$ cat src/rtl/epu_bus_pkg.sv
`default_nettype none

package epu_bus_pkg;

    localparam int addr_w = 32;
    localparam int data_w = 32;
    localparam int len_w  = 8;

    // Address map, one buffer word per 4 bytes
    localparam logic [addr_w-1:0] buf_base   = 32'h5000_0000;
    localparam logic [addr_w-1:0] reg_weight = 32'h8000_0000;
    localparam logic [addr_w-1:0] reg_ctrl   = 32'h8000_0004;
    localparam logic [addr_w-1:0] reg_status = 32'h8000_0008;

    typedef enum logic [2:0] {
        IDLE    = 3'h0,
        WR      = 3'h1,
        RD_REQ  = 3'h2,
        RD_DATA = 3'h3,
        RESP    = 3'h4
    } slave_state_t;

endpackage

`default_nettype wire

$ cat src/rtl/sram_if.sv
`timescale 1ns/1ns
`default_nettype none

interface sram_if #(
    parameter int DEPTH = 256
);
    import epu_bus_pkg::*;

    localparam int AW = $clog2(DEPTH);

    logic              req;
    logic              we;
    logic [AW-1:0]     addr;
    logic [data_w-1:0] wdata;
    logic              gnt;
    // Valid one cycle after a granted read
    logic [data_w-1:0] rdata;

    modport requester (output req, we, addr, wdata, input gnt, rdata);
    modport memory    (input req, we, addr, wdata, output gnt, rdata);

endinterface

`default_nettype wire

$ cat src/rtl/buffer_arbiter.sv
`timescale 1ns/1ns
`default_nettype none

module buffer_arbiter (
    input  logic      clk,
    input  logic      rst,
    sram_if.memory    eng_i,
    sram_if.memory    host_i,
    sram_if.requester mem_o
);
    import epu_bus_pkg::*;

    logic              eng_rd_r;
    logic              host_rd_r;
    logic [data_w-1:0] eng_hold_r;
    logic [data_w-1:0] host_hold_r;

    // Engine has fixed priority
    assign mem_o.req   = eng_i.req || host_i.req;
    assign mem_o.we    = eng_i.req ? eng_i.we    : host_i.we;
    assign mem_o.addr  = eng_i.req ? eng_i.addr  : host_i.addr;
    assign mem_o.wdata = eng_i.req ? eng_i.wdata : host_i.wdata;

    assign eng_i.gnt  = eng_i.req && mem_o.gnt;
    assign host_i.gnt = host_i.req && !eng_i.req && mem_o.gnt;

    // Owner of the read in flight
    always_ff @(posedge clk or posedge rst) begin
        if (rst) begin
            eng_rd_r  <= 1'b0;
            host_rd_r <= 1'b0;
        end else begin
            eng_rd_r  <= eng_i.gnt && !eng_i.we;
            host_rd_r <= host_i.gnt && !host_i.we;
        end
    end

    // Each side keeps its last result while the other one reads
    always_ff @(posedge clk) begin
        if (eng_rd_r) begin
            eng_hold_r <= mem_o.rdata;
        end
        if (host_rd_r) begin
            host_hold_r <= mem_o.rdata;
        end
    end

    assign eng_i.rdata  = eng_rd_r  ? mem_o.rdata : eng_hold_r;
    assign host_i.rdata = host_rd_r ? mem_o.rdata : host_hold_r;

endmodule

`default_nettype wire

$ cat src/flat_wrapper.sv
// flat-port wrapper written by rule: the top's interface ports become plain ports
module buffer_arbiter_flat import epu_bus_pkg::*;
  (clk, rst, eng_i_req, eng_i_we, eng_i_addr, eng_i_wdata, eng_i_gnt, eng_i_rdata, host_i_req, host_i_we, host_i_addr, host_i_wdata, host_i_gnt, host_i_rdata, mem_o_req, mem_o_we, mem_o_addr, mem_o_wdata, mem_o_gnt, mem_o_rdata);
  sram_if eng_i_i ();
  sram_if host_i_i ();
  sram_if mem_o_i ();
  input  logic clk;
  input  logic rst;
  input wire logic [$bits(eng_i_i.req)-1:0] eng_i_req;
  input wire logic [$bits(eng_i_i.we)-1:0] eng_i_we;
  input wire logic [$bits(eng_i_i.addr)-1:0] eng_i_addr;
  input wire logic [$bits(eng_i_i.wdata)-1:0] eng_i_wdata;
  output wire logic [$bits(eng_i_i.gnt)-1:0] eng_i_gnt;
  output wire logic [$bits(eng_i_i.rdata)-1:0] eng_i_rdata;
  input wire logic [$bits(host_i_i.req)-1:0] host_i_req;
  input wire logic [$bits(host_i_i.we)-1:0] host_i_we;
  input wire logic [$bits(host_i_i.addr)-1:0] host_i_addr;
  input wire logic [$bits(host_i_i.wdata)-1:0] host_i_wdata;
  output wire logic [$bits(host_i_i.gnt)-1:0] host_i_gnt;
  output wire logic [$bits(host_i_i.rdata)-1:0] host_i_rdata;
  output wire logic [$bits(mem_o_i.req)-1:0] mem_o_req;
  output wire logic [$bits(mem_o_i.we)-1:0] mem_o_we;
  output wire logic [$bits(mem_o_i.addr)-1:0] mem_o_addr;
  output wire logic [$bits(mem_o_i.wdata)-1:0] mem_o_wdata;
  input wire logic [$bits(mem_o_i.gnt)-1:0] mem_o_gnt;
  input wire logic [$bits(mem_o_i.rdata)-1:0] mem_o_rdata;
  assign eng_i_i.req = eng_i_req;
  assign eng_i_i.we = eng_i_we;
  assign eng_i_i.addr = eng_i_addr;
  assign eng_i_i.wdata = eng_i_wdata;
  assign eng_i_gnt = eng_i_i.gnt;
  assign eng_i_rdata = eng_i_i.rdata;
  assign host_i_i.req = host_i_req;
  assign host_i_i.we = host_i_we;
  assign host_i_i.addr = host_i_addr;
  assign host_i_i.wdata = host_i_wdata;
  assign host_i_gnt = host_i_i.gnt;
  assign host_i_rdata = host_i_i.rdata;
  assign mem_o_req = mem_o_i.req;
  assign mem_o_we = mem_o_i.we;
  assign mem_o_addr = mem_o_i.addr;
  assign mem_o_wdata = mem_o_i.wdata;
  assign mem_o_i.gnt = mem_o_gnt;
  assign mem_o_i.rdata = mem_o_rdata;
  buffer_arbiter u_core (.clk(clk), .rst(rst), .eng_i(eng_i_i), .host_i(host_i_i), .mem_o(mem_o_i));
endmodule
$ cat config.mk
export PLATFORM = sky130hd
export DESIGN_NAME = buffer_arbiter_flat
export DESIGN_NICKNAME = d
export VERILOG_FILES = /design/src/rtl/epu_bus_pkg.sv /design/src/rtl/sram_if.sv /design/src/rtl/buffer_arbiter.sv /design/src/flat_wrapper.sv
export SDC_FILE = /design/constraint.sdc
export NUM_CORES = 1
export LEC_CHECK = 0
export BUFFER_PORTS_ARGS = -buffer_cell sky130_fd_sc_hd__buf_2
export CAP_MARGIN = 20
export CORE_UTILIZATION = 30
export CTS_BUF_LIST = sky130_fd_sc_hd__clkbuf_4 sky130_fd_sc_hd__clkbuf_8
export CTS_CLUSTER_DIAMETER = 100
export CTS_CLUSTER_SIZE = 8
export DETAILED_ROUTE_END_ITERATION = 8
export GPL_ROUTABILITY_DRIVEN = 0
export GPL_TIMING_DRIVEN = 0
export PLACE_DENSITY = 0.69
export SYNTH_ARGS = -nofsm -noshare
export SYNTH_HDL_FRONTEND = slang
export SYNTH_SLANG_ARGS = --single-unit
$ cat constraint.sdc
create_clock -name clk -period 1.35 [get_ports clk]
set_input_delay 0.2025 -clock clk [delete_from_list [all_inputs] [get_ports clk]]
set_output_delay 0.2025 -clock clk [all_outputs]
set_load 0.01 [all_outputs]
# Word-level counts from Yosys, hierarchy flattened
# Index checks and enable logic that the tools add are counted.
# Widths: inputs -> output; s select.
[word_totals]
regBits = 66
word_cells = 18
in_bits = 119
[op_classes]
reduce_logical = 9
muxes = 5
[ops]
columns = ["op", "n"]
rows = [
  ["$mux 32", 3],
  ["$mux 8", 1],
  ["$logic_and 1x1->1", 5],
  ["$logic_not 1->1", 3],
  ["$logic_or 1x1->1", 1],
  ["$mux 1", 1],
]

# Longest topological paths before layout
[logic_depth]
ltp_word = 4
mapped_depth = 3
ltp_nobuf = 1

# Least setup slack after synthesis
# Ideal clock, no wire load.
[synth_path]
path_kind = "flip-flop to output port"
start = "reg u_core.host_rd_r"
end = "out host_i_rdata[1]"
setup_slack_ps = 209
stages_incl_launch_ff = 4
arrival_time_ps = 939
required_ps = 1148
cell_sequence = "dfrtp_1 -> buf_6 -> buf_6 -> mux2_2"
[synth_via]
elab_chain_cells = 1
[synth_lines]
columns = ["item", "line", "source"]
rows = [
  ["start, declared", "buffer_arbiter.sv:14", "logic host_rd_r;"],
  ["start signal, assigned", "buffer_arbiter.sv:34", "host_rd_r <= host_i.gnt && !host_i.we;"],
  ["$mux 32", "buffer_arbiter.sv:49", "assign host_i.rdata = host_rd_r ? mem_o.rdata : host_hold_r;"],
  ["end, declared", "flat_wrapper.sv:20", "output wire logic [$bits(host_i_i.rdata)-1:0] host_i_rdata;"],
]
# No other way between the ends.

# Worst setup path in the final report
[layout_path]
start = "reg u_core.eng_rd_r"
end = "out eng_i_rdata[13]"
[layout_via]
elab_chain_cells = 1
[layout_lines]
columns = ["item", "line", "source"]
rows = [
  ["start, declared", "buffer_arbiter.sv:13", "logic eng_rd_r;"],
  ["start signal, assigned", "buffer_arbiter.sv:33", "eng_rd_r <= eng_i.gnt && !eng_i.we;"],
  ["$mux 32", "buffer_arbiter.sv:48", "assign eng_i.rdata = eng_rd_r ? mem_o.rdata : eng_hold_r;"],
  ["end, declared", "flat_wrapper.sv:14", "output wire logic [$bits(eng_i_i.rdata)-1:0] eng_i_rdata;"],
]
# No other way between the ends.

==> results.sh <==
export IMPL_status="complete, but fails checks"
export IMPL_violations="negative setup slack"
export IMPL_die_w_um=100
export IMPL_rows=35
export IMPL_cp_top_family="buffers and inverters"
export IMPL_detail_route_iter0_violations=29
export IMPL_cellLeakagePower_nw=2.48
export IMPL_area_growth_pct=68.2
export IMPL_synth_adder_area_share_pct=0
export IMPL_synth_area_per_cell_um2=15.2
export IMPL_ys_types=11
export IMPL_synth_cells=190
export IMPL_grt_use_total_pct=14.9
export IMPL_ys_ff_latch=66
export IMPL_synth_top_area_share_pct=44.4
export IMPL_grt_pass1_wl_um=11300
export IMPL_diodes=0
export IMPL_synth_mux_area_fraction_pct=46.2
export IMPL_ios=227
export IMPL_grt_util_met1_pct=15.2
export IMPL_critical_path_buf_inv_count=3
export IMPL_nets=551
export IMPL_endpoint="eng_i_rdata[13]"
export IMPL_yosys_area_share_simple_pct=1.48
export IMPL_async_flop_share_pct=3.03
export IMPL_final_cells=566
export IMPL_clock_latency_ns=0.33
export IMPL_overflow=0
export IMPL_num_vias=2389
export IMPL_hold_viol=0
export IMPL_slowest_stage="mux2_2"
export IMPL_setup_tns_ns=-17.88
export IMPL_cts_tree="yes"
export IMPL_drv_slew=0
export IMPL_maxSlewHeadroom_pct=90.9
export IMPL_rrSetupSlack_ns=0.16
export IMPL_cts_buffers=9
export IMPL_yosys_warnings=0
export IMPL_hold_start="mem_o_rdata[30]"
export IMPL_ys_dominant_reg_cell="dfxtp_1"
export IMPL_drt_vias_per_instance=4.22
export IMPL_synth_most_common_cell="mux2_2"
export IMPL_dp_cells=544
export IMPL_finalClockSkew_ns=0.0131
export IMPL_maxCapViolCount=0
export IMPL_die_y_um=100
export IMPL_yosysTopAreaCell="dfxtp_1"
export IMPL_top_usage_layer="met2"
export IMPL_powerDensity_mw_per_mm2=1310
export IMPL_antenna_found_initial=0
export IMPL_clk_path_buf_depth=2
export IMPL_fin_ws_ns=-0.319
export IMPL_path_class="register to primary output"
export IMPL_cp_start_kind="register"
export IMPL_start_util_pct=31.1
export IMPL_dieArea_mm2=0.0100
export IMPL_worst_slew_pin_slew_ns=0.137
export IMPL_grt_max_degree=13
export IMPL_synth_common_cells="65 x mux2_2, 64 x dfxtp_1, 40 x mux2_4, 10 x buf_6, 3 x buf_12"
export IMPL_timing_rr_start="u_core.eng_rd_r"
export IMPL_io_buffers=225
export IMPL_crit_chain="buf_6 > buf_12 > mux2_2 > buf_2"
export IMPL_min_period_ns=1.67
export IMPL_reg2reg_depth=4
export IMPL_ant_nets=0
export IMPL_worst_ir_drop_vdd_mv=0.569
export IMPL_htree_num_levels=3
export IMPL_crit_required_ns=1.15
export IMPL_path_depth=4
export IMPL_dr_pass1_iters=4
export IMPL_synth_area_top_cells="dfxtp_1 44%, mux2_2 25%, mux2_4 21%"
export IMPL_wl_per_cell_um=14.5
export IMPL_met3_usage_pct=3.83
export IMPL_grt_pass1_vias=2374
export IMPL_setup_viol=64
export IMPL_drive_gt1_share_pct=83.8
export IMPL_synth_top_family_by_area="multiplexers"
export IMPL_synth_area_mm2=0.00288
export IMPL_cp_arrival_ns=1.47
export IMPL_fmax_mhz=599
export IMPL_syn_nets=309
export IMPL_use_met2_pct=28.5
export IMPL_cpPeakStageDelay_ns=0.35
export IMPL_coreArea_mm2=0.00928
export IMPL_r2r_end="u_core.eng_hold_r[8]"
export IMPL_rsz0062_at_grt="true"
export IMPL_worstSetupStartpoint="u_core.eng_rd_r"
export IMPL_drc=0
export IMPL_cts_sinks=66
export IMPL_synth_edf_count=0
export IMPL_wirelength_um=8230
export IMPL_endpoint_kind="primary output"
export IMPL_holdWs_ns=0.129
export IMPL_ys_seq_area_share_pct=46.2
export IMPL_period_share_pct=124
export IMPL_synth_compound_area_share_pct=0
export IMPL_synth_xor_area_share_pct=0
export IMPL_cts_root_buffer="clkbuf_8"
export IMPL_hpwl_um=6360
export IMPL_clk_pin_slew_worst_paths_ns=0.08
export IMPL_hold_class="input port to register"
export IMPL_path_max_fanout=10
==> layout make-up <==
cell class | instances | area [um^2]
Fill cell | 843 | 4440
Multi-Input combinational cell | 110 | 1490
Timing Repair Buffer | 231 | 1450
Sequential cell | 66 | 1330
Buffer | 13 | 215
Tap cell | 129 | 161
Clock buffer | 10 | 138
Clock inverter | 6 | 65.1
Inverter | 1 | 3.75
==> routing by layer <==
| metal | wire length (um) | vias up |
|---|---|---|
| li1 | - | 1157 |
| met1 | 3120 | 1100 |
| met2 | 4420 | 120 |
| met3 | 479 | 12 |
| met4 | 204 | 0 |
| met5 | 0 | - |
==> worst min path at each step <==
stage | to | slack [ns] | cells past startpoint
floorplan | u_core.eng_rd_r | -0.06 | 1
global placement | u_core.host_rd_r | 0.05 | 2
detailed placement | u_core.eng_rd_r | 0.05 | 2
CTS | u_core.host_hold_r[29] | 0.10 | 2
global route | u_core.eng_hold_r[25] | 0.11 | 2
finish | u_core.host_hold_r[30] | 0.13 | 2
==> report_power, final <==
part	internal (mW)	leakage [nW]	total (mW)	switching (mW)
Combinational	1.34	1.81	2.22	0.875
Sequential	2.36	0.567	2.46	0.103
Clock	0.906	0.103	1.65	0.748
Total	4.61	2.48	6.33	1.73
==> timing repair <==
item,in CTS,in global routing
hold buffers,1,0
setup buffers,2,1
resized for setup,19,60
cloned,0,2
endpoints found under the hold margin,2,0
endpoints found under the setup margin,64,64
==> through the flow <==
step                      setup slack [ns]  area [um^2]  utilization, %  power [mW]
final                               -0.319         4850            52.2        6.33
after global placement              0.0193         4170            44.9        4.19
after global routing                -0.384         4850            52.2        6.66
after detailed placement            0.0126         4170            44.9        4.25
after floorplan                      0.209         2880               -        3.48
after CTS                           -0.328         4500            48.4        6.04
==> registers in the layout, indices dropped and copies added (netlist names) <==
signal and cells:
u_core.eng_hold_r 32, u_core.host_hold_r 32, u_core.eng_rd_r 1, u_core.host_rd_r 1
==> layout by cell type, fill, tap and decap left out <==
cell	count
and2_1	1
and3b_1	2
and4bb_2	1
buf_12	7
buf_2	187
buf_4	3
buf_6	42
buf_8	2
bufinv_16	1
clkbuf_16	2
clkbuf_8	10
clkinv_2	2
clkinv_4	1
clkinvlp_4	1
dfrtp_1	2
dfxtp_1	64
dlygate4sd3_1	1
inv_1	1
inv_6	1
mux2_2	35
mux2_4	70
or2_2	1
==> cell families (layout without fill, tap and decap cells) <==
kind of cell / after synthesis / in the layout
DFF: 66 / 66
buffers and inverters: 14 / 261
and+or+nand+nor: 5 / 5
muxes: 105 / 105
Note: power is estimated with default switching activity, not from simulation.
