**src/rtl/epu_bus_pkg.sv**
```systemverilog
`default_nettype none

package epu_bus_pkg;

    localparam int addr_w = 32;
    localparam int data_w = 32;
    localparam int len_w  = 8;

    // Address map, one buffer word per 4 bytes
    localparam logic [addr_w-1:0] buf_base   = 32'h5000_0000;
    localparam logic [addr_w-1:0] reg_weight = 32'h8000_0000;
    localparam logic [addr_w-1:0] reg_ctrl   = 32'h8000_0004;
    localparam logic [addr_w-1:0] reg_status = 32'h8000_0008;

    typedef enum logic [2:0] {
        IDLE    = 3'h0,
        WR      = 3'h1,
        RD_REQ  = 3'h2,
        RD_DATA = 3'h3,
        RESP    = 3'h4
    } slave_state_t;

endpackage

`default_nettype wire

```
**src/rtl/epu_core_pkg.sv**
```systemverilog
`default_nettype none

package epu_core_pkg;

    localparam int buf_words = 256;
    // Input region starts at word 0
    localparam int out_base  = 128;

    typedef enum logic [1:0] {
        MODE_MUL  = 2'h0,
        MODE_RELU = 2'h1,
        MODE_SHR  = 2'h2,
        MODE_ADD  = 2'h3
    } conv_mode_t;

    typedef enum logic [1:0] {
        IDLE  = 2'h0,
        READ  = 2'h1,
        WAIT  = 2'h2,
        WRITE = 2'h3
    } engine_state_t;

endpackage

`default_nettype wire

```
**src/rtl/sram_if.sv**
```systemverilog
`timescale 1ns/1ns
`default_nettype none

interface sram_if #(
    parameter int DEPTH = 256
);
    import epu_bus_pkg::*;

    localparam int AW = $clog2(DEPTH);

    logic              req;
    logic              we;
    logic [AW-1:0]     addr;
    logic [data_w-1:0] wdata;
    logic              gnt;
    // Valid one cycle after a granted read
    logic [data_w-1:0] rdata;

    modport requester (output req, we, addr, wdata, input gnt, rdata);
    modport memory    (input req, we, addr, wdata, output gnt, rdata);

endinterface

`default_nettype wire

```
**src/rtl/conv_engine.sv**
```systemverilog
`timescale 1ns/1ns
`default_nettype none

module conv_engine #(
    parameter int DEPTH    = epu_core_pkg::buf_words,
    parameter int OUT_BASE = epu_core_pkg::out_base
) (
    input  logic                           clk,
    input  logic                           rst,
    input  logic                           start_i,
    input  epu_core_pkg::conv_mode_t       mode_i,
    input  logic [7:0]                     count_i,
    input  logic [epu_bus_pkg::data_w-1:0] weight_i,
    sram_if.requester                      mem_o,
    output logic                           busy_o,
    output logic                           finish_o
);
    import epu_core_pkg::*;

    localparam int AW = $clog2(DEPTH);
    localparam int DW = $bits(weight_i);

    engine_state_t state_r;
    conv_mode_t    mode_r;
    logic [7:0]    count_r;
    logic [7:0]    idx_r;
    logic [DW-1:0] weight_r;
    logic [DW-1:0] result_r;
    logic [DW-1:0] product;
    logic [DW-1:0] op_result;

    // Low word of the product
    assign product = mem_o.rdata * weight_r;

    always_comb begin
        case (mode_r)
            MODE_MUL:  op_result = product;
            MODE_RELU: op_result = product[DW-1] ? '0 : product;
            MODE_SHR:  op_result = $signed(product) >>> 8;
            default:   op_result = mem_o.rdata + weight_r;
        endcase
    end

    always_ff @(posedge clk or posedge rst) begin
        if (rst) begin
            state_r  <= IDLE;
            mode_r   <= MODE_MUL;
            count_r  <= '0;
            idx_r    <= '0;
            finish_o <= 1'b0;
        end else begin
            finish_o <= 1'b0;
            case (state_r)
                IDLE: begin
                    if (start_i) begin
                        mode_r  <= mode_i;
                        count_r <= count_i;
                        idx_r   <= '0;
                        state_r <= READ;
                    end
                end
                READ: begin
                    if (mem_o.gnt) begin
                        state_r <= WAIT;
                    end
                end
                WAIT: state_r <= WRITE;
                WRITE: begin
                    if (mem_o.gnt) begin
                        if (idx_r == count_r - 8'd1) begin
                            state_r  <= IDLE;
                            finish_o <= 1'b1;
                        end else begin
                            idx_r   <= idx_r + 8'd1;
                            state_r <= READ;
                        end
                    end
                end
                default: state_r <= IDLE;
            endcase
        end
    end

    always_ff @(posedge clk) begin
        if (state_r == IDLE && start_i) begin
            weight_r <= weight_i;
        end
        if (state_r == WAIT) begin
            result_r <= op_result;
        end
    end

    assign mem_o.req   = (state_r == READ) || (state_r == WRITE);
    assign mem_o.we    = state_r == WRITE;
    // Results land in the output region at the same offset
    assign mem_o.addr  = (state_r == WRITE) ? AW'(OUT_BASE) + AW'(idx_r) : AW'(idx_r);
    assign mem_o.wdata = result_r;
    assign busy_o      = state_r != IDLE;

endmodule

`default_nettype wire

```
**src/flat_wrapper.sv**
```systemverilog
// flat-port wrapper written by rule: the top's interface ports become plain ports
module conv_engine_flat import epu_core_pkg::*;
#(
    parameter int DEPTH    = epu_core_pkg::buf_words,
    parameter int OUT_BASE = epu_core_pkg::out_base
)
  (clk, rst, start_i, mode_i, count_i, weight_i, busy_o, finish_o, mem_o_req, mem_o_we, mem_o_addr, mem_o_wdata, mem_o_gnt, mem_o_rdata);
  sram_if #(.DEPTH(DEPTH)) mem_o_i ();
  input  logic clk;
  input  logic rst;
  input  logic start_i;
  input  epu_core_pkg::conv_mode_t mode_i;
  input  logic [7:0] count_i;
  input  logic [epu_bus_pkg::data_w-1:0] weight_i;
  output logic busy_o;
  output logic finish_o;
  output wire logic [$bits(mem_o_i.req)-1:0] mem_o_req;
  output wire logic [$bits(mem_o_i.we)-1:0] mem_o_we;
  output wire logic [$bits(mem_o_i.addr)-1:0] mem_o_addr;
  output wire logic [$bits(mem_o_i.wdata)-1:0] mem_o_wdata;
  input wire logic [$bits(mem_o_i.gnt)-1:0] mem_o_gnt;
  input wire logic [$bits(mem_o_i.rdata)-1:0] mem_o_rdata;
  assign mem_o_req = mem_o_i.req;
  assign mem_o_we = mem_o_i.we;
  assign mem_o_addr = mem_o_i.addr;
  assign mem_o_wdata = mem_o_i.wdata;
  assign mem_o_i.gnt = mem_o_gnt;
  assign mem_o_i.rdata = mem_o_rdata;
  conv_engine #(.DEPTH(DEPTH), .OUT_BASE(OUT_BASE)) u_core (.clk(clk), .rst(rst), .start_i(start_i), .mode_i(mode_i), .count_i(count_i), .weight_i(weight_i), .mem_o(mem_o_i), .busy_o(busy_o), .finish_o(finish_o));
endmodule
```
**config.mk**
```make
export PLATFORM = sky130hd
export DESIGN_NAME = conv_engine_flat
export DESIGN_NICKNAME = d
export VERILOG_FILES = /design/src/rtl/epu_bus_pkg.sv /design/src/rtl/epu_core_pkg.sv /design/src/rtl/sram_if.sv /design/src/rtl/conv_engine.sv /design/src/flat_wrapper.sv
export SDC_FILE = /design/constraint.sdc
export NUM_CORES = 1
export LEC_CHECK = 0
export BUFFER_PORTS_ARGS = -buffer_cell sky130_fd_sc_hd__buf_2
export CORE_ASPECT_RATIO = 1.4
export CORE_MARGIN = 2
export CORE_UTILIZATION = 59
export DETAILED_ROUTE_END_ITERATION = 6
export HOLD_SLACK_MARGIN = 0.1
export PLACE_DENSITY = 0.85
export SYNTH_ARGS = -nofsm -noshare
export SYNTH_HDL_FRONTEND = slang
export SYNTH_SLANG_ARGS = --single-unit
```
**constraint.sdc**
```tcl
create_clock -name clk -period 8.1 [get_ports clk]
set_clock_uncertainty 0.2 [all_clocks]
set_input_delay 0.81 -clock clk [delete_from_list [all_inputs] [get_ports clk]]
set_output_delay 0.81 -clock clk [all_outputs]
set_load 0.01 [all_outputs]
```
---- Word-level counts from Yosys, hierarchy flattened ----
Cells that the tools add are included.
storage, ports and cells
  register bits ........................... 85
  logic and storage cells ................. 46
cells by class
  add/subtract/negate cells ............... 4
  multipliers ............................. 1
  equality and inequality tests ........... 10
  multiplexer cells ....................... 15
  reductions and logical operators ........ 9
operators with widths
  operator                                              number
  case mux 32 bit (3 select lines)                      1
  adder 32 bit                                          1
  multiplier 32 x 32 -> 32 bit                          1
  two-way mux 8 bit                                     4
  two-way mux 31 bit                                    1
  case mux 8 bit (2 select lines)                       1
  adder 8 x 1 -> 8 bit (second input constant)          1
  adder 8 bit (first input constant)                    1
  equality test 8 bit                                   1
  case mux 2 bit (4 select lines)                       1
  subtractor 8 x 1 -> 8 bit (second input constant)     1
  equality test 2 bit (second input constant)           3
  two-way mux 2 bit                                     3
  != test 2 bit (second input constant)                 3
  equality test 2 x 1 -> 1 bit (second input constant)  2
  logical NOT 2 bit                                     2
  two-way mux 1 bit                                     4
  AND reduction 4 bit                                   1
  nonzero test 2 bit                                    2
  AND reduction 3 bit                                   1
  != test 2 x 1 -> 1 bit (second input constant)        1
  AND reduction 2 bit                                   1
  logical AND 1 bit                                     1
  logical OR 1 bit                                      1

---- Depth between registers and ports, before layout ----
  word-level depth ........................ 5
  mapped depth ............................ 28
  depth with buffers taken out ............ 25

---- Worst setup path after synthesis ----
No wires, ideal clock.
  kind .................................... input -> register
  start point ............................. input port mem_o_rdata[15]
  end point ............................... register u_core.result_r[2], in the netlist u_core.mem_o.wdata[2] (data pin)
  data arrival time ....................... 7.441 ns
  required time ........................... 7.644 ns
  path slack .............................. 0.203 ns
  cell stages on the path ................. 25
  buffers on the path ..................... 2
  cells stage by stage .................... clkbuf_1 and2_1 fa_1 inv_1 fa_1 fa_1 fa_1 inv_1 fa_1 inv_1 fa_1 inv_1 fa_1 fa_1 ha_1 and4_4 and3_1 a32oi_1 nor2_1 nor4b_2 a31oi_1 xor2_2 buf_6 nand2_1 a31o_2
on the way
  cells in the longest elaborated chain, start to end .. 3
ends and longest elaborated chain
  item                              RTL line            RTL
  from (decl)                       flat_wrapper.sv:22  input wire logic [$bits(mem_o_i.rdata)-1:0] mem_o_rdata;
  multiplier 32 x 32 -> 32 bit      conv_engine.sv:33   assign product = mem_o.rdata * weight_r;
  two-way mux 31 bit                conv_engine.sv:38   MODE_RELU: op_result = product[DW-1] ? '0 : product;
  case mux 32 bit (3 select lines)  conv_engine.sv:36   case (mode_r)
  named net u_core.op_result[2]     conv_engine.sv:30   logic [DW-1:0] op_result;
  to (signal assigned)              conv_engine.sv:89   result_r <= op_result;
  to (decl)                         conv_engine.sv:28   logic [DW-1:0] result_r;
The timed path passes the listed nets, and every way through them passes these cells.
A chain may end at the register's enable or synchronous reset.

---- Worst setup path after layout ----
  start point ............................. input port mem_o_rdata[12]
  end point ............................... register u_core.result_r[16], in the netlist u_core.mem_o.wdata[16] (data pin)
on the way
  cells in the longest elaborated chain, start to end .. 3
ends and longest elaborated chain
  item                                RTL line
  multiplier 32 x 32 -> 32 bit        conv_engine.sv:33
  two-way mux 31 bit                  conv_engine.sv:38
  case mux 32 bit (3 select lines) *  conv_engine.sv:36
  named net u_core.op_result[16]      conv_engine.sv:30
Mark *: on every way through the listed nets, which the timed path passes. The rest lies on a longest branch.

==> results.toml <==
[status]
status = "finished with violations"
violations = "DRC"

[worst_hold_path]
min_path_type = "register to register"

[route]
via_count = 17262
first_pass_iters = 7
totalWireLength_mm = 63.5
avgViaCountPerCell = 5.88
routedWlPerCell_um = 21.6
drt_iter0_drc = 1331
ant_nets = 0
drc_errors = 1

[timing]
finalCritPeriodShare_pct = 97.7
rsz0062_at_grt = "true"
max_freq_mhz = 126
tightest_slew_ps = 842
max_slew_margin_pct = 43.8
hold_violations = 0
period_minus_slack_ps = 7920
whs_ps = 339
finalSetupViolCount = 0
finalMaxSlewViolations = 0

[synth]
ys.flop_type = "edfxtp_1"
syn-instance-count = 2262
synth_cell_types = 76
yosysWarnings = 0
yosysMostFrequentCell = "inv_1"
netlist_area_mm2 = 0.0212
synth_edf_count = 64
yosysSeqAreaShare_pct = 11.5
synth_top_area_cell = "fa_1"
synthTopCellsByCount = "inv_1, fa_1, nand2_1, and2_1, ha_1"
synthArstFlopShare_pct = 24.7
synth_seq_cells = 85
synth_top_area_share_pct = 38.6
synth_nets = 2910
synth_area_leaders = "fa_1, ha_1, edfxtp_1"
avgSynthCellArea_um2 = 9.37

[grt]
grt_use_total_pct = 35.4
grt_pass1_vias = 18866
overflow = 0
grt_pass1_wl_mm = 101
antenna_found_initial = 10
grt_max_degree = 48

[floorplanning]
io_pins = 122
die_w_um = 164
rows = 82
design.die.area_mm2 = 0.0375
die_y_um = 228
start_util_pct = 59.6
coreArea_mm2 = 0.0356

[cells_and_area]
area_growth_pct = 12.1
fin_util_pct = 66.8
fin_nets = 3107
layout-drive-gt1-share_pct = 14.7

[cts]
htreeDepth = 3
clockBufferDepth = 2
cts_tree = "done"
path_clk_slew_ps = 70
clock_latency_ps = 360
cts.sinks = 85
numCtsBuffers = 9
root_buffer = "clkbuf_16"

[critical_path]
worst-endpoint-required_ps = 8010
cp_max_fo = 12
cp.arrival_ps = 7820
cp-start-kind = "input pin"
endpoint_kind = "register"
worstSetupPathType = "input pin to register"

[placed_design]
routabilityCongestion = 0.980
io_buffers = 121
dp_hpwl_mm = 53.2

[job]
cap_violations = 0
[metrics by stage]
step | cells | setup WS [ps] | TNS (ps) | cell area, µm²
after floorplan | 2262 | 203 | 0 | 21200
after global placement | 2896 | -155 | -343 | 23200
after detailed placement | 2896 | -168 | -2950 | 23200
after CTS | 2912 | 58.0 | 0 | 23500
after global routing | 2933 | -38.0 | -182 | 23800
final | 2934 | 184 | 0 | 23800
[cell type report]
class,count,area (µm²)
Multi-Input combinational cell,1652,16800
Fill cell,2697,11800
Sequential cell,85,2450
Timing Repair Buffer,294,2070
Inverter,417,1570
Tap cell,462,578
Clock buffer,10,239
Clock inverter,6,67.6
Antenna cell,8,20.0
[layer usage]
| layer | wire length, µm | vias up | GRT usage (%) | part of all wire [%] |
|---|---|---|---|---|
| met5 | 27 | - | 0 | 0.043 |
| met4 | 3610 | 4 | 17.8 | 5.7 |
| met3 | 5780 | 249 | 7.40 | 9.1 |
| met2 | 31000 | 940 | 58.3 | 49 |
| met1 | 23100 | 8676 | 44.0 | 36 |
| li1 | - | 7393 | - | - |
[sequential cells by signal, summed over array words and instances, names as in the netlist]
register / flops
u_core.weight_r: 32
u_core.mem_o.wdata: 32
u_core.count_r: 8
u_core.state_r: 2
u_core.finish_o: 1
u_core.idx_r: 8
u_core.mode_r: 2
[critical path, stage by stage]
cell and delay (ps):
buf_2 130, buf_4 210, ha_1 300, fa_1 500
inv_1 50, fa_1 480, fa_1 510, fa_1 560
inv_1 60, fa_1 560, fa_1 460, fa_2 610
fa_1 430, ha_1 330, and2_1 210, nand4_1 160
o31ai_2 230, nor4b_2 90, a31oi_1 220, xor2_2 360
a21oi_2 100, buf_4 190, a211o_1 260
[kinds of logic (layout without fill, tap and decap cells)]
| family | after synthesis | after routing | share of synthesized area (%) |
|---|---|---|---|
| AOI/OAI and AO/OA | 246 | 246 | 8.11 |
| xor gates and xnor gates | 120 | 120 | 5.09 |
| adders and majority gates | 570 | 570 | 48.1 |
| buffers and inverters | 525 | 727 | 9.54 |
| DFF | 85 | 85 | 11.5 |
| muxes | 17 | 17 | 0.861 |
| other | 0 | 8 | 0 |
| and+or+nand+nor | 699 | 699 | 16.7 |
[final timing paths]
check,start,end,slack [ps],depth (start not counted)
hold / removal,u_core.count_r[7],u_core.count_r[7],340,1
max in group asynchronous,rst,u_core.count_r[1],6760,2
hold reg to reg,u_core.count_r[7],u_core.count_r[7],340,1
setup reg to reg,u_core.weight_r[4],u_core.mem_o.wdata[16],230,24
min in group asynchronous,rst,u_core.mode_r[0],420,2
setup / recovery,mem_o_rdata[12],u_core.mem_o.wdata[16],180,23
[cells in the final DEF (no fill, tap or decap), drive strengths merged, types with 14 or more instances in the layout]
cell,count
nor3,15
inv,421
xor2,34
dfrtp,21
ha,161
buf,293
a21o,14
xnor2,85
nor2,40
and2,285
fa,409
a21oi,65
o21ai,48
o31ai,20
edfxtp,64
nand2,290
a211oi,14
[what timing repair did]
action / in CTS / in global routing
setup buffers: 0 / 14
endpoints found under the setup margin: 0 / 32
gates resized for setup: 0 / 13
hold buffers: 0 / 0
Power is not shown: default switching activity piles up to over one toggle a cycle in this logic, so the estimate is an artifact.
